**src/design/dcache_pkg.sv**
```systemverilog
//************************************************************
// shared widths, types and port structs for the data cache
// every cache file refers to these through dcache_pkg::
//************************************************************
package dcache_pkg;

    localparam int ADDR_W   = 32;
    localparam int WORD_W   = 64;
    localparam int OFFSET_W = 3;
    localparam int INDEX_W  = 6;
    localparam int TAG_W    = ADDR_W - INDEX_W - OFFSET_W;
    localparam int NUM_SETS = 64;
    localparam int NUM_WAYS = 2;

    typedef logic [ADDR_W-1:0]     addr_t;
    typedef logic [WORD_W-1:0]     word_t;
    typedef logic [WORD_W/8-1:0]   strb_t;
    typedef logic [TAG_W-1:0]      tag_t;
    typedef logic [INDEX_W-1:0]    index_t;

    // exactly one of rd and wr is high for the request cycle
    typedef struct packed {
        logic  rd;
        logic  wr;
        addr_t addr;
        word_t wdata;
        strb_t strb;
    } cpu_req_t;

    typedef struct packed {
        logic  valid;
        word_t rdata;
    } cpu_rsp_t;

    typedef struct packed {
        logic  valid;
        logic  write;
        addr_t addr;
        word_t wdata;
    } mem_req_t;

    typedef struct packed {
        logic  valid;
        word_t rdata;
    } mem_rsp_t;

    typedef struct packed {
        tag_t tag;
        logic valid;
        logic dirty;
    } tag_way_t;

    typedef struct packed {
        logic   en;
        logic   way;
        index_t index;
        tag_t   tag;
        logic   valid;
        logic   dirty;
    } tag_wr_t;

    typedef struct packed {
        logic   en;
        logic   way;
        index_t index;
        word_t  wdata;
        strb_t  strb;
    } data_wr_t;

    typedef enum logic [2:0] {
        IDLE,
        LOOKUP,
        EVICT,
        REFILL,
        FLUSH_RD,
        FLUSH_CHK,
        FLUSH_WB
    } ctrl_state_t;

endpackage

```
**src/design/dcache_tag_array.sv**
```systemverilog
//************************************************************
// tag, valid, dirty and lru storage for both ways
// one write port, both ways read one cycle after the index
//************************************************************
`timescale 1ns/1ps

module dcache_tag_array (
    input  logic                 clk,
    input  logic                 rst_n_i,
    input  dcache_pkg::index_t   rd_index_i,
    input  dcache_pkg::tag_wr_t  wr_i,
    input  logic                 lru_we_i,
    input  logic                 lru_way_i,
    output dcache_pkg::tag_way_t way0_o,
    output dcache_pkg::tag_way_t way1_o,
    output logic                 lru_o
);

    dcache_pkg::tag_t tag_mem [dcache_pkg::NUM_WAYS][dcache_pkg::NUM_SETS];

    logic [dcache_pkg::NUM_WAYS-1:0][dcache_pkg::NUM_SETS-1:0] valid_q;
    logic [dcache_pkg::NUM_WAYS-1:0][dcache_pkg::NUM_SETS-1:0] dirty_q;
    // one bit per set, holds the way not used last
    logic [dcache_pkg::NUM_SETS-1:0]                           lru_q;

    dcache_pkg::tag_t                tag0_q;
    dcache_pkg::tag_t                tag1_q;
    logic [dcache_pkg::NUM_WAYS-1:0] valid_rd_q;
    logic [dcache_pkg::NUM_WAYS-1:0] dirty_rd_q;
    logic                            lru_rd_q;

    always_ff @(posedge clk) begin
        if (wr_i.en) begin
            tag_mem[wr_i.way][wr_i.index] <= wr_i.tag;
        end
        tag0_q <= tag_mem[0][rd_index_i];
        tag1_q <= tag_mem[1][rd_index_i];
    end

    always_ff @(posedge clk or negedge rst_n_i) begin
        if (!rst_n_i) begin
            valid_q    <= '0;
            dirty_q    <= '0;
            lru_q      <= '0;
            valid_rd_q <= '0;
            dirty_rd_q <= '0;
            lru_rd_q   <= 1'b0;
        end else begin
            if (wr_i.en) begin
                valid_q[wr_i.way][wr_i.index] <= wr_i.valid;
                dirty_q[wr_i.way][wr_i.index] <= wr_i.dirty;
            end
            // lru update goes to the set being looked up
            if (lru_we_i) begin
                lru_q[rd_index_i] <= lru_way_i;
            end
            valid_rd_q <= {valid_q[1][rd_index_i], valid_q[0][rd_index_i]};
            dirty_rd_q <= {dirty_q[1][rd_index_i], dirty_q[0][rd_index_i]};
            lru_rd_q   <= lru_q[rd_index_i];
        end
    end

    assign way0_o = '{tag: tag0_q, valid: valid_rd_q[0], dirty: dirty_rd_q[0]};
    assign way1_o = '{tag: tag1_q, valid: valid_rd_q[1], dirty: dirty_rd_q[1]};
    assign lru_o  = lru_rd_q;

endmodule

```
**config.mk**
```make
export PLATFORM = sky130hd
export DESIGN_NAME = dcache_tag_array
export DESIGN_NICKNAME = d
export VERILOG_FILES = /design/src/design/dcache_pkg.sv /design/src/design/dcache_tag_array.sv
export SDC_FILE = /design/constraint.sdc
export NUM_CORES = 2
export LEC_CHECK = 0
export BUFFER_PORTS_ARGS = -buffer_cell sky130_fd_sc_hd__buf_2
export CORE_MARGIN = 5
export CORE_UTILIZATION = 60
export CTS_CLUSTER_SIZE = 10
export DETAILED_ROUTE_END_ITERATION = 12
export PLACE_DENSITY = 0.76
export SYNTH_ARGS = -nofsm -noshare
export SYNTH_HDL_FRONTEND = slang
export SYNTH_SLANG_ARGS = --single-unit
```
**constraint.sdc**
```tcl
create_clock -name clk -period 2.3 [get_ports clk]
set_clock_uncertainty 0.2 [all_clocks]
set_input_delay 0.23 -clock clk [delete_from_list [all_inputs] [get_ports clk]]
set_output_delay 0.23 -clock clk [all_outputs]
set_load 0.02 [all_outputs]
```
==> summary.md <==
| Metric | Value |
|---|---|
| Share of the yosys chip area belonging to registers | `76.4%` |
| Area delta synth->final | `21.9%` |
| Static Leak | `0.0532 uW` |
| Layout cell share with drive strength beyond 1 | `27.7%` |
| Fin nets | `roughly 8600` |
| Sw frac | `22.5%` |
| Final ANT Viol Nets | `0` |
| Die width | `between 400 and 500 um` |
| Number of global-route vias before repair | `82107` |
| WL/cell | `35.4 um` |
| GR peak layer | `met2` |
| Post-synth top flop | `edfxtp_1` |
| Setup ws final | `-502 ps` |
| Internal | `101000 uW` |
| Register share of total power | `between 50% and 60%` |
| Crit Path Class | `flip-flop to flip-flop` |
| Flops & latches, synth | `3315` |
| CP arrival | `3440 ps` |
| Hold WC Path Type | `input port to flip-flop` |
| Max FO, Critical Path | `1` |
| DRC violations left | `0` |
| First-pass GRT wire length | `583000 um` |
| Reg clk slew, reported paths | `60 ps` |
| DR pass1 iterations | `8` |
| Placed cells | `10901` |
| Final Hold Fails | `0` |
| Maximum buffer depth of the clock tree | `4` |
| Max Slew Vio Count | `0` |
| CTS tree | `done` |
| Slew @ Worst Pin | `roughly 1100 ps` |
| Failing checks | `negative setup slack` |
| Port Buffers | `93` |
| Post-Syn Nets | `7533` |
| Net switching power | `29300 uW` |
| Clock root buffer | `clkbuf_16` |
| Power per Cell Area | `837 mW/mm^2` |
| Fmax | `357 MHz` |
| Worst-path cell chain | `a221oi_2 > nor3_1 > or4_4 > nor4_4 > buf_4 > o2111ai_1` |
| HPWL after DPL | `256000 um` |
| Final setup TNS | `-4110 ps` |
| RSZ-0062 raised after global routing | `yes` |
| Most common cell after layout, fill and taps aside | `edfxtp_1` |
| Final worst-path cycle share | `122%` |
| H-tree levels | `5` |
| Clk sinks | `about 3300` |
| Peak VDD IR | `between 1 and 1.5 mV` |
| Final min period | `2800 ps` |
| Largest net degree at the start of global routing | `97` |
| Synthesis warning total | `0` |
| Synth unique cells | `57` |
| Grt total ovfl | `0` |
| Critical path's largest stage delay | `700 ps` |
| Max_slew headroom | `between 20% and 30%` |
| Multi-input combinational cell area | `0.0296 mm^2` |
| EDFF count, synth | `2944` |
| Post-Layout Cell Count | `~12000` |
| Syn Inst Count | `7490` |
| GRT Util Overall | `36.3%` |
| CP Data Required Time | `2930 ps` |
| Clk Latency, worst-skew pair | `slightly above 1000 ps` |
| Startpoint Class | `flip-flop` |
| Status | `complete, but fails checks` |
| Synthesized area | `between 0.1 and 0.15 mm^2` |
| Placer congestion estimate | `~1` |
| Met2 GRT Util | `a little over half` |
| CP endpoint kind | `flip-flop` |
| CTS buffer count | `384` |
| # rows | `~170` |
| Vias/cell | `7.17` |
| Most frequent cells in the layout | `edfxtp_1, buf_4, a22oi_1` |
| Initial antenna violation count | `40` |
| Filler Cell Count | `around 12000` |
| Die height | `471 um` |
| Met3 GRT Util | `11.1%` |
| Seq. cell area | `just under 0.1 mm^2` |
| Final setup vio count | `40` |
| Ports | `94` |
| Iteration-0 DRC Markers | `14408` |
| Comb power frac | `approximately 7.2%` |
| Slowest cell on crit path | `nor4_4` |
| Met1 Track Usage GR | `a little under half` |
| DR vias | `83186` |
| Post-synth ARST share | `under 10%` |
| Detailed Route WL | `just over 400000 um` |
| Max Cap Viol | `0` |
| Initial Util | `60.2%` |
| Total core area | `about 0.21 mm^2` |
| Mean post-synth cell area | `17.0 um^2` |
| Clock power share | `41.2%` |
| Die ar. | `0.222 mm^2` |
power groups by stage:
stage	Combinational (uW)	Sequential, uW	Clock (uW)
4_1_cts	9060	67100	53500
3_3_place_gp	8490	68200	0
5_1_grt	9670	67200	56400
3_5_place_dp	8720	68300	0
6_report	9430	67200	53600
2_1_floorplan	3740	68100	0
final timing paths:
| kind | depth (start not counted) | to | startpoint | slack [ps] |
|---|---|---|---|---|
| min in group asynchronous | 4 | lru_q[37] | rst_n_i | 310 |
| max in group asynchronous | 5 | lru_q[13] | rst_n_i | 1130 |
| hold / removal | 2 | tag_mem[1][591] | wr_i[18] | 30 |
| setup reg to reg | 6 | tag0_q[3] | tag_mem[0][1107] | -500 |
| hold reg to reg | 1 | lru_q[61] | lru_q[61] | 300 |
| setup / recovery | 6 | tag0_q[3] | tag_mem[0][1107] | -500 |
cells in the mapped netlist, drive strengths merged, types with 4 or more instances:
cell	count	area, um^2
nand3	46	230
a22oi	543	4080
nor2	389	1460
a22o	9	78.8
o22a	43	377
nor3b	4	40.0
a211o	25	219
o21ai	143	716
buf	234	1140
o2111ai	41	359
mux2	479	5390
edfxtp	2944	88400
o22ai	288	1800
nor3	98	490
o221ai	17	149
nor4	42	263
dfrtp	325	8130
dfxtp	46	921
o31a	20	175
mux2i	340	3400
o2bb2ai	42	368
a211oi	28	210
and3	8	50.1
or4	20	150
a21oi	235	1180
mux4	66	1490
nor2b	9	63.8
a221oi	431	3770
nand3b	5	37.5
or3	5	31.3
nand2b	6	37.5
clkbuf	343	1290
and2	4	27.5
a221o	27	270
nand2	158	593
cell type report:
cell class	instances	share of cell area [%]
diodes	38	0.0612
clock buffers	586	6.76
clock inverters	12	0.0668
inverters	4	0.0209
multi-input cells	3594	19.0
flip-flops and latches	3315	62.7
well taps	2821	2.27
repair buffers	1237	9.12
registers in the layout, summed over array words and instances, names as in the netlist:
register and count:
tag_mem 2944, dirty_q 128, valid_q 128, lru_q 64
tag0_q 23, tag1_q 23, dirty_rd_q 2, valid_rd_q 2
lru_o 1
metal layers:
| metal | wire length [um] | vias to the layer above | part of all wire [%] |
|---|---|---|---|
| li1 | - | 32790 | - |
| met3 | 59300 | 1395 | 14 |
| met5 | 140 | - | 0.034 |
| met1 | 138000 | 41506 | 34 |
| met4 | 29600 | 20 | 7.2 |
| met2 | 183000 | 7475 | 45 |
cell families (layout without fill, tap and decap cells):
group | count (synthesis) | after routing | share of synthesized area, %
DFF | 3315 | 3315 | 76.4
AOI/OAI and AO/OA | 1905 | 1905 | 10.9
muxes | 885 | 885 | 8.06
and+or+nand+nor | 804 | 804 | 2.78
buffers and inverters | 581 | 1839 | 1.92
other | 0 | 38 | 0
what timing repair did:
action                                  4_1_cts  5_1_grt
hold buffers                                 68        0
endpoints found under the setup margin       36      449
pin swaps                                    44       51
buffers inserted                              0        7
gates resized for setup                     115       57
hold endpoints to repair                   4670        0
critical path: cells and delay by family (launching register included):
family / cells / cell delay (ps)
AOI/OAI and AO/OA: 2 / 390
buffers and inverters: 1 / 220
DFF: 1 / 410
and+or+nand+nor: 3 / 1430
through the flow:
| stage | cell area [um^2] | power (uW) | hold slack (ps) | utilization [%] | setup slack, ps |
|---|---|---|---|---|---|
| final | 155000 | 130000 | 30.7 | 73.4 | -502 |
| after global routing | 155000 | 133000 | 4.69 | 73.4 | -532 |
| after detailed placement | 143000 | 77000 | 15.6 | 67.6 | -1260 |
| after CTS | 155000 | 130000 | 0.0968 | 73.2 | -327 |
| after global placement | 143000 | 76700 | 10.1 | 67.6 | -1190 |
| after floorplan | 128000 | 71900 | -266 | - | -384 |
(Power assumes the default switching activity.)
