==> config.mk <==
export PLATFORM = sky130hd
export DESIGN_NAME = dcache_ctrl
export DESIGN_NICKNAME = d
export VERILOG_FILES = /design/src/design/dcache_pkg.sv /design/src/design/dcache_ctrl.sv
export SDC_FILE = /design/constraint.sdc
export NUM_CORES = 1
export LEC_CHECK = 0
export CAP_MARGIN = 40
export CORE_AREA = 3 3 251 253
export DETAILED_ROUTE_END_ITERATION = 10
export DIE_AREA = 0 0 254 256
export DONT_BUFFER_PORTS = 1
export PLACE_DENSITY = 0.42
export SYNTH_ARGS = -nofsm -noshare
export SYNTH_HDL_FRONTEND = slang
export SYNTH_SLANG_ARGS = --single-unit
==> constraint.sdc <==
create_clock -name clk -period 23.8 [get_ports clk]
set_input_delay 2.38 -clock clk [delete_from_list [all_inputs] [get_ports clk]]
set_output_delay 2.38 -clock clk [all_outputs]
set_load 0.02 [all_outputs]
==> src/design/dcache_pkg.sv <==
//************************************************************
// shared widths, types and port structs for the data cache
// every cache file refers to these through dcache_pkg::
//************************************************************
package dcache_pkg;

    localparam int ADDR_W   = 32;
    localparam int WORD_W   = 64;
    localparam int OFFSET_W = 3;
    localparam int INDEX_W  = 6;
    localparam int TAG_W    = ADDR_W - INDEX_W - OFFSET_W;
    localparam int NUM_SETS = 64;
    localparam int NUM_WAYS = 2;

    typedef logic [ADDR_W-1:0]     addr_t;
    typedef logic [WORD_W-1:0]     word_t;
    typedef logic [WORD_W/8-1:0]   strb_t;
    typedef logic [TAG_W-1:0]      tag_t;
    typedef logic [INDEX_W-1:0]    index_t;

    // exactly one of rd and wr is high for the request cycle
    typedef struct packed {
        logic  rd;
        logic  wr;
        addr_t addr;
        word_t wdata;
        strb_t strb;
    } cpu_req_t;

    typedef struct packed {
        logic  valid;
        word_t rdata;
    } cpu_rsp_t;

    typedef struct packed {
        logic  valid;
        logic  write;
        addr_t addr;
        word_t wdata;
    } mem_req_t;

    typedef struct packed {
        logic  valid;
        word_t rdata;
    } mem_rsp_t;

    typedef struct packed {
        tag_t tag;
        logic valid;
        logic dirty;
    } tag_way_t;

    typedef struct packed {
        logic   en;
        logic   way;
        index_t index;
        tag_t   tag;
        logic   valid;
        logic   dirty;
    } tag_wr_t;

    typedef struct packed {
        logic   en;
        logic   way;
        index_t index;
        word_t  wdata;
        strb_t  strb;
    } data_wr_t;

    typedef enum logic [2:0] {
        IDLE,
        LOOKUP,
        EVICT,
        REFILL,
        FLUSH_RD,
        FLUSH_CHK,
        FLUSH_WB
    } ctrl_state_t;

endpackage

==> src/design/dcache_ctrl.sv <==
//************************************************************
// cache controller: lookup, eviction, refill and fence flush
// one cpu request or one memory access outstanding at a time
//************************************************************
`timescale 1ns/1ps

module dcache_ctrl (
    input  logic                 clk,
    input  logic                 rst_n_i,
    input  dcache_pkg::cpu_req_t cpu_req_i,
    input  logic                 fence_i,
    output dcache_pkg::cpu_rsp_t cpu_rsp_o,
    output logic                 fence_done_o,
    output dcache_pkg::mem_req_t mem_req_o,
    input  dcache_pkg::mem_rsp_t mem_rsp_i,
    output dcache_pkg::index_t   tag_index_o,
    output dcache_pkg::tag_wr_t  tag_wr_o,
    output logic                 lru_we_o,
    output logic                 lru_way_o,
    input  dcache_pkg::tag_way_t way0_i,
    input  dcache_pkg::tag_way_t way1_i,
    input  logic                 lru_i,
    output dcache_pkg::index_t   data_index_o,
    output dcache_pkg::data_wr_t data_wr_o,
    input  dcache_pkg::word_t    data0_i,
    input  dcache_pkg::word_t    data1_i
);

    dcache_pkg::ctrl_state_t state_q;
    dcache_pkg::ctrl_state_t state_d;
    dcache_pkg::cpu_req_t    req_q;
    // walk counter, {set, way}
    logic [dcache_pkg::INDEX_W:0] cnt_q;
    logic [dcache_pkg::INDEX_W:0] cnt_d;
    logic                         rd_pend_q;
    logic                         rd_pend_d;
    logic                         victim_q;

    logic                   req_start;
    dcache_pkg::tag_t       req_tag;
    dcache_pkg::index_t     req_index;
    dcache_pkg::index_t     rd_index;
    dcache_pkg::index_t     flush_index;
    logic                   flush_way;
    logic                   hit0;
    logic                   hit1;
    logic                   hit_way;
    logic                   victim;
    dcache_pkg::tag_way_t   victim_ent;
    dcache_pkg::tag_way_t   flush_ent;
    dcache_pkg::word_t      victim_data;
    dcache_pkg::word_t      flush_data;
    dcache_pkg::tag_t       wb_tag;

    logic                   mem_go;
    logic                   mem_wr;
    dcache_pkg::addr_t      mem_addr;
    dcache_pkg::word_t      mem_wdata;
    logic                   rsp_go;
    logic                   step;
    logic                   done_go;

    logic                   mem_valid_q;
    logic                   mem_write_q;
    dcache_pkg::addr_t      mem_addr_q;
    dcache_pkg::word_t      mem_wdata_q;
    logic                   rsp_valid_q;
    dcache_pkg::word_t      rsp_data_q;
    logic                   fence_done_q;

    assign req_start = cpu_req_i.rd | cpu_req_i.wr;
    assign req_tag   = req_q.addr[dcache_pkg::ADDR_W-1 -: dcache_pkg::TAG_W];
    assign req_index = req_q.addr[dcache_pkg::OFFSET_W +: dcache_pkg::INDEX_W];

    assign flush_index = cnt_q[dcache_pkg::INDEX_W:1];
    assign flush_way   = cnt_q[0];
    assign flush_ent   = flush_way ? way1_i : way0_i;
    assign flush_data  = flush_way ? data1_i : data0_i;
    assign wb_tag      = mem_addr_q[dcache_pkg::ADDR_W-1 -: dcache_pkg::TAG_W];

    assign hit0    = way0_i.valid && (way0_i.tag == req_tag);
    assign hit1    = way1_i.valid && (way1_i.tag == req_tag);
    assign hit_way = hit1;

    // empty way first, else the lru way
    assign victim      = !way0_i.valid ? 1'b0 : (!way1_i.valid ? 1'b1 : lru_i);
    assign victim_ent  = victim ? way1_i : way0_i;
    assign victim_data = victim ? data1_i : data0_i;

    // arrays sample the incoming request directly while idle
    always_comb begin
        case (state_q)
            dcache_pkg::IDLE: begin
                rd_index = cpu_req_i.addr[dcache_pkg::OFFSET_W +: dcache_pkg::INDEX_W];
            end
            dcache_pkg::FLUSH_RD, dcache_pkg::FLUSH_CHK, dcache_pkg::FLUSH_WB: begin
                rd_index = flush_index;
            end
            default: begin
                rd_index = req_index;
            end
        endcase
    end

    assign tag_index_o  = rd_index;
    assign data_index_o = rd_index;

    always_comb begin
        state_d   = state_q;
        cnt_d     = cnt_q;
        rd_pend_d = 1'b0;
        mem_go    = 1'b0;
        mem_wr    = 1'b0;
        mem_addr  = {req_q.addr[dcache_pkg::ADDR_W-1:dcache_pkg::OFFSET_W],
                     {dcache_pkg::OFFSET_W{1'b0}}};
        mem_wdata = victim_data;
        rsp_go    = 1'b0;
        step      = 1'b0;
        done_go   = 1'b0;
        lru_we_o  = 1'b0;
        lru_way_o = ~hit_way;
        tag_wr_o  = '0;
        data_wr_o = '0;
        case (state_q)
            dcache_pkg::IDLE: begin
                if (req_start) begin
                    state_d = dcache_pkg::LOOKUP;
                end else if (fence_i) begin
                    cnt_d   = '0;
                    state_d = dcache_pkg::FLUSH_RD;
                end
            end
            dcache_pkg::LOOKUP: begin
                if (rd_pend_q) begin
                    // re-read after refill, arrays answer next cycle
                    state_d = dcache_pkg::LOOKUP;
                end else if (hit0 || hit1) begin
                    rsp_go   = 1'b1;
                    lru_we_o = 1'b1;
                    if (req_q.wr) begin
                        tag_wr_o  = '{en: 1'b1, way: hit_way, index: req_index,
                                      tag: req_tag, valid: 1'b1, dirty: 1'b1};
                        data_wr_o = '{en: 1'b1, way: hit_way, index: req_index,
                                      wdata: req_q.wdata, strb: req_q.strb};
                    end
                    state_d = dcache_pkg::IDLE;
                end else begin
                    mem_go = 1'b1;
                    if (victim_ent.valid && victim_ent.dirty) begin
                        mem_wr   = 1'b1;
                        mem_addr = {victim_ent.tag, req_index, {dcache_pkg::OFFSET_W{1'b0}}};
                        state_d  = dcache_pkg::EVICT;
                    end else begin
                        state_d = dcache_pkg::REFILL;
                    end
                end
            end
            dcache_pkg::EVICT: begin
                if (mem_rsp_i.valid) begin
                    mem_go  = 1'b1;
                    state_d = dcache_pkg::REFILL;
                end
            end
            dcache_pkg::REFILL: begin
                if (mem_rsp_i.valid) begin
                    tag_wr_o  = '{en: 1'b1, way: victim_q, index: req_index,
                                  tag: req_tag, valid: 1'b1, dirty: 1'b0};
                    data_wr_o = '{en: 1'b1, way: victim_q, index: req_index,
                                  wdata: mem_rsp_i.rdata, strb: '1};
                    rd_pend_d = 1'b1;
                    state_d   = dcache_pkg::LOOKUP;
                end
            end
            dcache_pkg::FLUSH_RD: begin
                state_d = dcache_pkg::FLUSH_CHK;
            end
            dcache_pkg::FLUSH_CHK: begin
                if (flush_ent.valid && flush_ent.dirty) begin
                    mem_go    = 1'b1;
                    mem_wr    = 1'b1;
                    mem_addr  = {flush_ent.tag, flush_index, {dcache_pkg::OFFSET_W{1'b0}}};
                    mem_wdata = flush_data;
                    state_d   = dcache_pkg::FLUSH_WB;
                end else begin
                    step = 1'b1;
                end
            end
            dcache_pkg::FLUSH_WB: begin
                if (mem_rsp_i.valid) begin
                    // line stays valid, only dirty drops
                    tag_wr_o = '{en: 1'b1, way: flush_way, index: flush_index,
                                 tag: wb_tag, valid: 1'b1, dirty: 1'b0};
                    step     = 1'b1;
                end
            end
            default: begin
                state_d = dcache_pkg::IDLE;
            end
        endcase
        if (step) begin
            if (&cnt_q) begin
                done_go = 1'b1;
                state_d = dcache_pkg::IDLE;
            end else begin
                cnt_d   = cnt_q + 1'b1;
                state_d = dcache_pkg::FLUSH_RD;
            end
        end
    end

    always_ff @(posedge clk or negedge rst_n_i) begin
        if (!rst_n_i) begin
            state_q      <= dcache_pkg::IDLE;
            cnt_q        <= '0;
            rd_pend_q    <= 1'b0;
            mem_valid_q  <= 1'b0;
            rsp_valid_q  <= 1'b0;
            fence_done_q <= 1'b0;
        end else begin
            state_q      <= state_d;
            cnt_q        <= cnt_d;
            rd_pend_q    <= rd_pend_d;
            mem_valid_q  <= mem_go;
            rsp_valid_q  <= rsp_go;
            fence_done_q <= done_go;
        end
    end

    always_ff @(posedge clk) begin
        if (state_q == dcache_pkg::IDLE && req_start) begin
            req_q <= cpu_req_i;
        end
        if (state_q == dcache_pkg::LOOKUP) begin
            victim_q <= victim;
        end
        if (mem_go) begin
            mem_write_q <= mem_wr;
            mem_addr_q  <= mem_addr;
            mem_wdata_q <= mem_wdata;
        end
        if (rsp_go) begin
            rsp_data_q <= hit_way ? data1_i : data0_i;
        end
    end

    assign cpu_rsp_o    = '{valid: rsp_valid_q, rdata: rsp_data_q};
    assign mem_req_o    = '{valid: mem_valid_q, write: mem_write_q,
                            addr: mem_addr_q, wdata: mem_wdata_q};
    assign fence_done_o = fence_done_q;

endmodule

==> results of run 1 <==
registers in the layout, indices dropped and copies added (netlist names), 3 cells and up:
register / count
cnt_q: 7
mem_addr_q: 29
mem_wdata_q: 64
req_index: 6
req_q: 96
rsp_data_q: 64
state_q: 3
through the flow:
| stage | instances | hold WS (ps) | setup slack [ps] | instance area (sq um) |
|---|---|---|---|---|
| floorplan | 933 | 506.5 | 12900 | 13430 |
| global placement | 1666 | 556.7 | 16360 | 14170 |
| detailed placement | 1674 | 576.6 | 16380 | 14300 |
| CTS | 1736 | 583.0 | 16380 | 15380 |
| global route | 1738 | 622.1 | 16220 | 15390 |
| finish | 1740 | 576.7 | 16360 | 15390 |
worst register-to-register path, stage by stage, from the launching register on:
cell	delay, ps
edfxtp_1	510
xnor2_1	390
nand4_1	240
or4_1	570
o22a_1	230
buf_4	270
nor3_2	180
buf_4	330
buf_4	700
power by group through the flow:
stage / Combinational [uW] / Clock, uW / Sequential, uW
2_1_floorplan: 325 / 0 / 883
5_1_grt: 469 / 540 / 914
4_1_cts: 437 / 522 / 903
3_3_place_gp: 418 / 0 / 915
3_5_place_dp: 435 / 0 / 910
6_report: 428 / 502 / 900
cell type report:
type | count | area (sq um) | share of cell area
antenna | 4 | 10.01 | 0.0006504
timing repair buffer | 27 | 275.3 | 0.01788
multi-input combinational | 570 | 4806 | 0.3123
tap | 790 | 988.4 | 0.06422
sequential | 275 | 8188 | 0.5320
clock inverter | 18 | 126.4 | 0.008211
clock buffer | 44 | 952.2 | 0.06186
inverter | 12 | 45.04 | 0.002927
layer usage:
metal / vias to the layer above / track usage / part of all wire
met2: 462 / 0.2293 / 0.50
met1: 4138 / 0.1522 / 0.38
li1: 3668 / - / -
met4: 0 / 0.04078 / 0.023
met3: 55 / 0.04939 / 0.10
met5: - / 0 / 0
worst paths after layout:
| kind | endpoint | slack [ps] |
|---|---|---|
| worst min-delay path | cnt_q[5] | 580 |
| worst max register to register | rsp_data_q[28] | 19930 |
| worst min register to register | cnt_q[5] | 580 |
| min in group asynchronous | rd_pend_q | 1540 |
| worst max-delay path | data_wr_o[71] | 16360 |
| max in group asynchronous | cnt_q[5] | 22170 |
placed cells by master (no fill, tap or decap), types with 13 or more instances in the layout:
cell type    n
dfrtp_1     14
a22o_1      93
a22oi_1     23
o21ai_0     31
a21oi_1     31
xnor2_1     46
clkbuf_16   37
nand2_1     13
nor2_1      26
buf_4       22
mux2_2     165
edfxtp_1   261
mux2_1      15
nand4_1     24
o31ai_1     25
kinds of logic (layout without fill, tap and decap cells):
family | Yosys count | after routing | synth area share
other | 1 | 7 | 0.0002793
xor gates and xnor gates | 46 | 46 | 0.03001
muxes | 182 | 182 | 0.1525
DFF | 275 | 275 | 0.6099
adders and majority gates | 1 | 1 | 0.0009319
and+or+nand+nor | 101 | 101 | 0.03915
buffers and inverters | 88 | 101 | 0.03672
AOI/OAI and AO/OA | 237 | 237 | 0.1305
==> summary.md, run 1 <==
| Metric | Value |
|---|---|
| Status | `finished, final reports clean` |
| Number of port buffers | `0` |
| Clock Tree Root | `clkbuf_16` |
| Asr flop ratio synth | `0.05091` |
| Critical Path AT | `just over 5000 ps` |
| Synth area leaders | `edfxtp_1, mux2_2, a22o_1` |
| Synth Cell Area | `0.01342 sq mm` |
| Max Freq | `about 130 MHz` |
| Worst setup path start | `way1_i[3]` |
| CTS Hold Bufs | `0` |
| Clk_skew | `around 23 ps` |
| Crit path largest cell delay | `between 500 and 600 ps` |
| Crit. End Element | `primary output` |
| Area leader, netlist | `edfxtp_1` |
| Die X | `254 um` |
| Vias in the first global route | `around 8,600` |
| Maximum vdd drop | `roughly 0.066 mV` |
| Final nets | `between 1,000 and 1,500` |
| Most common cell in the synthesized netlist | `edfxtp_1` |
| Worst slew pin tran | `approximately 850 ps` |
| Io pins | `between 600 and 700` |
| Post-Syn Instances | `931` |
| Buf/Inv on CP | `1` |
| Synth Flop Type | `edfxtp_1` |
| Clock tree buffer depth | `3` |
| Grt total ovfl | `0` |
| Detailed-route wire length | `around 45,000 um` |
| First-pass GRT wire length | `63,380 um` |
| Syn-to-layout area delta | `14.65%` |
| Post-CTS Setup Bufs | `0` |
| Synth Area per Inst | `roughly 14 sq um` |
| Rel. slew slack | `0.4335` |
| Drt wl/cell | `about 26 um` |
| Final setup violation count | `0` |
| Comb power frac | `0.234` |
| CTS tree | `done` |
| RSZ-0062 raised after global routing | `false` |
| Die ar. | `0.06502 sq mm` |
| Initial Util | `0.2191` |
| Final ANT Viol Nets | `0` |
| Library cells used by synthesis | `51` |
| Row cnt | `slightly above 90` |
| Crit-path cells | `xnor2_1 > nand4_1 > or4_1 > a2bb2o_1 > nor2b_4 > buf_4 > a22o_1` |
| Htree depth | `2` |
| Top Family by Delay on Critical Path | `simple AND/OR/NAND/NOR gates` |
| Critical path type | `in -> out` |
| Via count | `around 8,300` |
| Top cells by count, synth | `edfxtp_1, mux2_2, a22o_1` |
| GRT Total Usage | `0.1328` |
| Share of cells above drive strength 1 | `0.2759` |
| Max-Cap Viols | `0` |
| Max-slew violation count | `0` |
| DRC violations left | `0` |
| Antenna violations before repair | `2` |
| Worst R2R Path Depth | `8` |
| Clk_lat worst skew | `between 500 and 600 ps` |
| Worst-path clk slew | `60 ps` |
| Final Wtd Congestion | `around 0.8` |
| Pwr/cell area | `roughly 120 mW/mm^2` |
| Worst Hold Path Cells | `1` |
| CP required | `roughly 21,000 ps` |
| Core area | `0.06126 sq mm` |
| Post-DP HPWL | `between 30,000 and 40,000 um` |
| Setup_tns | `0 ps` |
| Crit path launch type | `input port` |
| Clock share of power | `0.274` |
| CP max stage cell | `or4_1` |
| Die Height | `256 um` |
| Clk sinks | `~280` |
| Fin crit period | `around 7400 ps` |
| Final worst-path cycle share | `0.3126` |
| Post-cts sizing count | `0` |
| EDFF count, synth | `approximately 260` |
| Starting DRT DRC Count | `between 800 and 900` |
| Top fanout value on the critical path | `between 70 and 80` |
| Sequential cell area fraction in the yosys report | `0.6099` |
| Yosys top cell area share | `0.5838` |
| Critical Path Stages | `7` |
| Pin count of the biggest net entering global routing | `between 70 and 80` |
| Synth Register Bits | `about 280` |
| Hold_sp | `cnt_q[5]` |
| Sw Ratio | `0.3727` |
| Pre-antenna DRT Iters | `5` |
| Pint | `roughly 1100 uW` |
| Clock buffer count from CTS | `35` |
| Worst r2r src | `req_q[95]` |
| Final Util | `0.2513` |
| Hold Path Class | `reg -> reg` |
| Vias per inst | `about 4.8` |
| Net Switching | `just under 700 uW` |
| Final hold vios | `0` |
| FILL cells | `6,372` |
| Yosys warns | `0` |
| Power, Total | `between 1500 and 2000 uW` |
| Lkg Pwr | `about 0.0050 uW` |
| Sequential share of power | `0.492` |
(Power assumes the default switching activity.)
==> run 2, diff against run 1 <==
- clock period: 23.8 -> 7.2 ns (I/O delays scaled with it)
==> run 2 against run 1 <==
Compared with the run above:
- power grew to 3.4 times the previous value
- global-route usage is 1.3 points higher
- clock power grew to 3.5 times the previous value
- non-clock buffer count is 1 higher
- wire length is 9.3% higher
- die area stayed put
- critical path type is now reg -> out
- clock skew is 5.7 ps lower
- hold slack worse by 300 ps
- cell count stayed put
- sequential power grew to 3.3 times the previous value
- first-iteration DRC count is 15% lower
==> summary.md, run 2 (same netlist as run 1, synthesis figures left out) <==
| Metric | Value |
|---|---|
| Status | `finished, final reports clean` |
| Most common cell after layout, fill and taps aside | `edfxtp_1` |
| CP required | `approximately 6500 ps` |
| Most used cell along the critical path | `buf_4` |
| Final setup margin | `between 2000 and 3000 ps` |
| GRT met2 Usage | `0.2516` |
| Post-CTS Setup Bufs | `0` |
| CTS tree | `done` |
| Critical Path End | `lru_we_o` |
| Dpl ws | `roughly 2400 ps` |
| Top fanout value on the critical path | `36` |
| Worst slew pin tran | `about 900 ps` |
| Max-slew violation count | `0` |
| Core area | `roughly 0.061 sq mm` |
| Non-Filler Instances | `approximately 1,700` |
| Clock buffer count from CTS | `35` |
| Worst-path clk slew | `~60 ps` |
| RSZ-0062 raised after global routing | `false` |
| Row cnt | `slightly above 90` |
| Pre-antenna DRT Iters | `5` |
| Top Family by Delay on Critical Path | `simple AND/OR/NAND/NOR gates` |
| Crit path launch type | `flip-flop` |
| Hold Path Class | `in -> reg` |
| Grt total ovfl | `0` |
| Crit-path cells | `xnor2_1 > nand4_1 > or4_4 > o22a_1 > buf_4 > nor3_4 > buf_4` |
| Final hold slack | `~280 ps` |
| Final worst-path cycle share | `0.6465` |
| Largest register FFs | `96` |
| Top reg by flops | `req_q` |
| Initial Util | `0.2191` |
| Vias in the first global route | `between 8,000 and 9,000` |
| Share of cells above drive strength 1 | `0.2812` |
| Final nets | `~1,300` |
| Most frequent cells in the layout | `edfxtp_1, mux2_2, a22o_1` |
| Detailed-route wire length | `between 40,000 and 50,000 um` |
| Fin crit period | `about 4700 ps` |
| Via count | `8,468` |
| Worst R2R Path Depth | `9` |
| R2r setup slk | `~2600 ps` |
| Die Height | `between 200 and 300 um` |
| Dpl cells | `roughly 1,700` |
| Max Freq | `roughly 210 MHz` |
| Regs by FF count | `req_q x96, mem_wdata_q x64, rsp_data_q x64` |
| Die ar. | `0.06502 sq mm` |
| Final ANT Viol Nets | `0` |
| Critical Path AT | `slightly below 4000 ps` |
| Number of port buffers | `0` |
| Pin count of the biggest net entering global routing | `between 70 and 80` |
| Pwr/cell area | `between 400 and 500 mW/mm^2` |
| Critical path type | `reg -> out` |
| CP max stage cell | `buf_4` |
| Final Wtd Congestion | `between 0.8 and 0.9` |
| Crit path largest cell delay | `590 ps` |
| Setup_tns | `0 ps` |
| Die X | `254 um` |
| Worst setup path start | `req_q[81]` |
| Io pins | `roughly 640` |
| Clock Tree Root | `clkbuf_16` |
| First-pass GRT wire length | `68,530 um` |
| Antenna violations before repair | `6` |
| Met1 usage | `0.1638` |
| Rel. slew slack | `0.3907` |
| Htree depth | `2` |
| Vias per inst | `~4.9` |
| Clk sinks | `approximately 280` |
| Max-Cap Viols | `0` |
| Busiest metal layer after global routing | `met2` |
| Post-DP HPWL | `between 30,000 and 40,000 um` |
| Clk_lat worst skew | `approximately 530 ps` |
| Clk_skew | `16.99 ps` |
| Buf/Inv on CP | `2` |
| Critical Path Stages | `7` |
| Final hold vios | `0` |
| GR Util met3 | `0.05650` |
| Maximum vdd drop | `0.1869 mV` |
| Syn-to-layout area delta | `15.29%` |
| Post-cts sizing count | `0` |
| DRC violations left | `0` |
| Worst r2r src | `cnt_q[0]` |
| Crit. End Element | `primary output` |
| R2r endpoint | `mem_wdata_q[34]` |
| Final setup violation count | `0` |
| Starting DRT DRC Count | `690` |
| Drt wl/cell | `between 20 and 30 um` |
| Clock tree buffer depth | `3` |
| GRT Total Usage | `0.1457` |
| Lkg Pwr | `0.005006 uW` |
run 2: changes by cell type in the layout (fill, tap and decap cells not counted), moves of 2 or more:
cell        previous run  this run
bufinv_16              1         3
nor3_4                 0         2
clkinv_1               7         5
clkbuf_1               7         4
clkbuf_8               0         3
nor3_2                 3         1
clkinv_4               2         0
clkinv_2               5         8
clkinvlp_4             3         1
run 2: per-layer routing:
metal,vias up,part of all wire
met5,-,0.00054
met4,4,0.030
met3,79,0.11
met2,495,0.50
met1,4234,0.36
li1,3656,-
run 2: how the worst min path moves through the flow:
stage	startpoint	depth (start not counted)	endpoint	slack, ps
after floorplan	rst_n_i	0	cnt_q[0]	420
after global placement	rst_n_i	0	cnt_q[3]	430
after detailed placement	rst_n_i	0	rsp_valid_q	430
after CTS	cpu_req_i[82]	0	req_q[82]	220
after global routing	cpu_req_i[50]	0	req_q[50]	230
final	cpu_req_i[46]	0	req_q[46]	280
run 2: what timing repair did:
item | CTS | global route
endpoints found under the setup margin | 0 | 0
endpoints found under the hold margin | 14 | 0
hold buffers | 1 | 0
run 2: per-stage QoR:
stage	power (uW)	util	area, sq um
after floorplan	3973	-	13440
after global placement	4479	0.2315	14180
after detailed placement	4531	0.2338	14320
after CTS	6344	0.2525	15470
after global routing	6527	0.2526	15470
final	6213	0.2526	15480
run 2: power by group:
part	internal [uW]	switching (uW)	leakage, uW
Sequential	2370	618	0.00261
Combinational	460	1020	0.00184
Clock	1050	697	0.000561
Total	3880	2330	0.00501
run 2: cell type report:
class                      count  area (sq um)
sequential                   275          8188
antenna                        4         10.01
fill                        6265         45780
timing repair buffer          28         282.8
multi-input combinational    570          4827
clock inverter                18         177.7
clock buffer                  43         957.2
inverter                      12         45.04
tap                          790         988.4
==> run 3, diff against run 2 <==
- PLACE_DENSITY: 0.42 -> 0.43
- clock period: 7.2 -> 3.9 ns (I/O delays scaled with it)
==> run 3 against run 2 <==
Compared with the run above:
- sequential cell count unchanged
- highest routed layer is now met4
- sequential share of layout area down 3.9 points
- clock power up 70%
- cell count up 7.2%
- power up 83%
- critical endpoint is now data_wr_o[65]
- first-iteration DRC count up 2.2%
- sequential power up 83%
- hold slack worse by 220 ps
- critical path depth unchanged
- wire length down 0.92%
- register-to-register slack worse by 2100 ps
==> summary.md, run 3 (same netlist as run 1, synthesis figures left out) <==
| Metric | Value |
|---|---|
| Status | `finished, final reports clean` |
| Die X | `between 200 and 300 um` |
| Clock Tree Root | `clkbuf_16` |
| Regs by FF count | `req_q x96, mem_wdata_q x64, rsp_data_q x64` |
| Final setup margin | `128.8 ps` |
| DRC violations left | `0` |
| Max-Cap Viols | `0` |
| Net Switching | `approximately 4300 uW` |
| Critical Path Stages | `7` |
| Starting DRT DRC Count | `slightly above 700` |
| Grt total ovfl | `0` |
| Pwr/cell area | `between 600 and 700 mW/mm^2` |
| Non-Filler Instances | `1,865` |
| Clock tree buffer depth | `3` |
| Pin count of the biggest net entering global routing | `74` |
| CP required | `roughly 3500 ps` |
| Max Freq | `around 270 MHz` |
| Lkg Pwr | `between 0.005 and 0.006 uW` |
| Sw Ratio | `0.3811` |
| Comb power frac | `0.256` |
| Critical path type | `reg -> out` |
| Power, Total | `between 10,000 and 15,000 uW` |
| Final hold vios | `0` |
| Max-slew violation count | `0` |
| Placed Area | `roughly 0.015 sq mm` |
| Critical Path AT | `3380 ps` |
| Share of cells above drive strength 1 | `0.2691` |
| Pint | `7041 uW` |
| Clk_skew | `between 15 and 20 ps` |
| Post-DP HPWL | `35,840 um` |
| R2r endpoint | `rsp_data_q[25]` |
| Design Area, Final | `0.01672 sq mm` |
| Clock buffer count from CTS | `34` |
| Final ANT Viol Nets | `0` |
| Crit path launch type | `flip-flop` |
| Clk sinks | `around 280` |
| Crit path largest cell delay | `around 570 ps` |
| Row cnt | `91` |
| Crit-path cells | `xnor2_2 > nand4_1 > or4_1 > a2bb2o_1 > nor2b_4 > buf_12 > a22o_1` |
| Drt wl/cell | `about 26 um` |
| Sequential share of power | `0.482` |
| Worst slew pin tran | `871.9 ps` |
| Fin crit period | `about 3800 ps` |
| Critical Path End | `data_wr_o[65]` |
| Pre-antenna DRT Iters | `5` |
| Clk_lat worst skew | `between 500 and 600 ps` |
| Io pins | `644` |
| Clock share of power | `0.262` |
| Final setup violation count | `0` |
| RSZ-0062 raised after global routing | `false` |
| Dpl cells | `1,693` |
| CP max stage cell | `or4_1` |
| Dpl ws | `between 400 and 500 ps` |
| Most frequent cells in the layout | `edfxtp_1, mux2_2, dlygate4sd3_1` |
| Vias per inst | `just under 5` |
| Vias in the first global route | `~9,300` |
| R2r setup slk | `around 510 ps` |
| Maximum vdd drop | `about 0.34 mV` |
| Htree depth | `2` |
| Via count | `~9,000` |
| Top Family by Delay on Critical Path | `simple AND/OR/NAND/NOR gates` |
| Final nets | `between 1,000 and 1,500` |
| Die ar. | `around 0.065 sq mm` |
| Antenna violations before repair | `2` |
| Top fanout value on the critical path | `72` |
| Top reg by flops | `req_q` |
| Worst r2r src | `req_q[82]` |
| Die Height | `roughly 260 um` |
| Buf/Inv on CP | `1` |
| Largest register FFs | `96` |
| Initial Util | `0.2191` |
| Syn-to-layout area delta | `24.55%` |
| First-pass GRT wire length | `between 60,000 and 70,000 um` |
| Final worst-path cycle share | `0.9670` |
| CTS tree | `done` |
| Worst R2R Path Depth | `7` |
| GRT Total Usage | `0.1430` |
| Number of port buffers | `0` |
| Most common cell after layout, fill and taps aside | `edfxtp_1` |
| Hold Path Class | `in -> reg` |
| Worst setup path start | `req_q[82]` |
| Crit. End Element | `primary output` |
| Rel. slew slack | `0.4166` |
| Detailed-route wire length | `~49,000 um` |
| Core area | `0.06126 sq mm` |
| Final Wtd Congestion | `0.8175` |
| Worst-path clk slew | `~60 ps` |
-- run 3: changes by cell type in the layout (fill, tap and decap cells not counted), sizes merged --
cell,before,now
diode,4,1
clkinv,14,17
inv,12,11
dlygate4sd3,1,110
clkbuf,43,41
bufinv,3,1
buf,27,48
-- run 3: cell type report --
type,instances,area [sq um]
diodes,1,2.502
clock buffers,41,877.1
well taps,790,988.4
clock inverters,18,162.7
repair buffers,158,1597
multi-input cells,570,4860
flip-flops and latches,275,8188
inverters,12,45.04
fillers,6252,44540
-- run 3: per-layer routing --
metal / global-route usage / wire length, um / vias to the layer above
li1: - / - / 3921
met1: 0.1643 / 18640 / 4495
met2: 0.2496 / 24520 / 491
met3: 0.04867 / 4640 / 64
met4: 0.04412 / 1362 / 0
met5: 0 / 0 / -
-- run 3: power by group through the flow --
stage               combinational (uW)  clock, uW  sequential, uW
detailed placement                2830          0            5550
global route                      3160       3220            5580
global placement                  2810          0            5560
CTS                               2950       3120            5510
floorplan                         2000          0            5330
finish                            2910       2980            5480
-- run 3: what timing repair did --
action / 4_1_cts / 5_1_grt
pin swaps: 1 / 0
setup buffers: 1 / 0
hold endpoints to repair: 121 / 0
hold buffers: 110 / 0
setup endpoints to repair: 34 / 56
resized for setup: 2 / 9
-- run 3: worst min path at each step --
stage                           start        endpoint  slack (ps)  cells past startpoint
after floorplan               rst_n_i        cnt_q[0]          90                      0
after global placement        rst_n_i        cnt_q[2]         100                      0
after detailed placement      rst_n_i        cnt_q[2]         100                      0
after CTS                 data1_i[13]  rsp_data_q[13]         0.6                      1
after global routing      data1_i[15]  rsp_data_q[15]          20                      1
final                     data0_i[14]  rsp_data_q[14]          60                      1
-- run 3: through the flow --
stage                       util  hold slack, ps  setup TNS (ps)
after floorplan                -           94.41           -1533
after global placement    0.2366           97.21               0
after detailed placement  0.2371           97.19               0
after CTS                 0.2724          0.5896               0
after global routing      0.2729           15.26               0
final                     0.2729           56.18               0
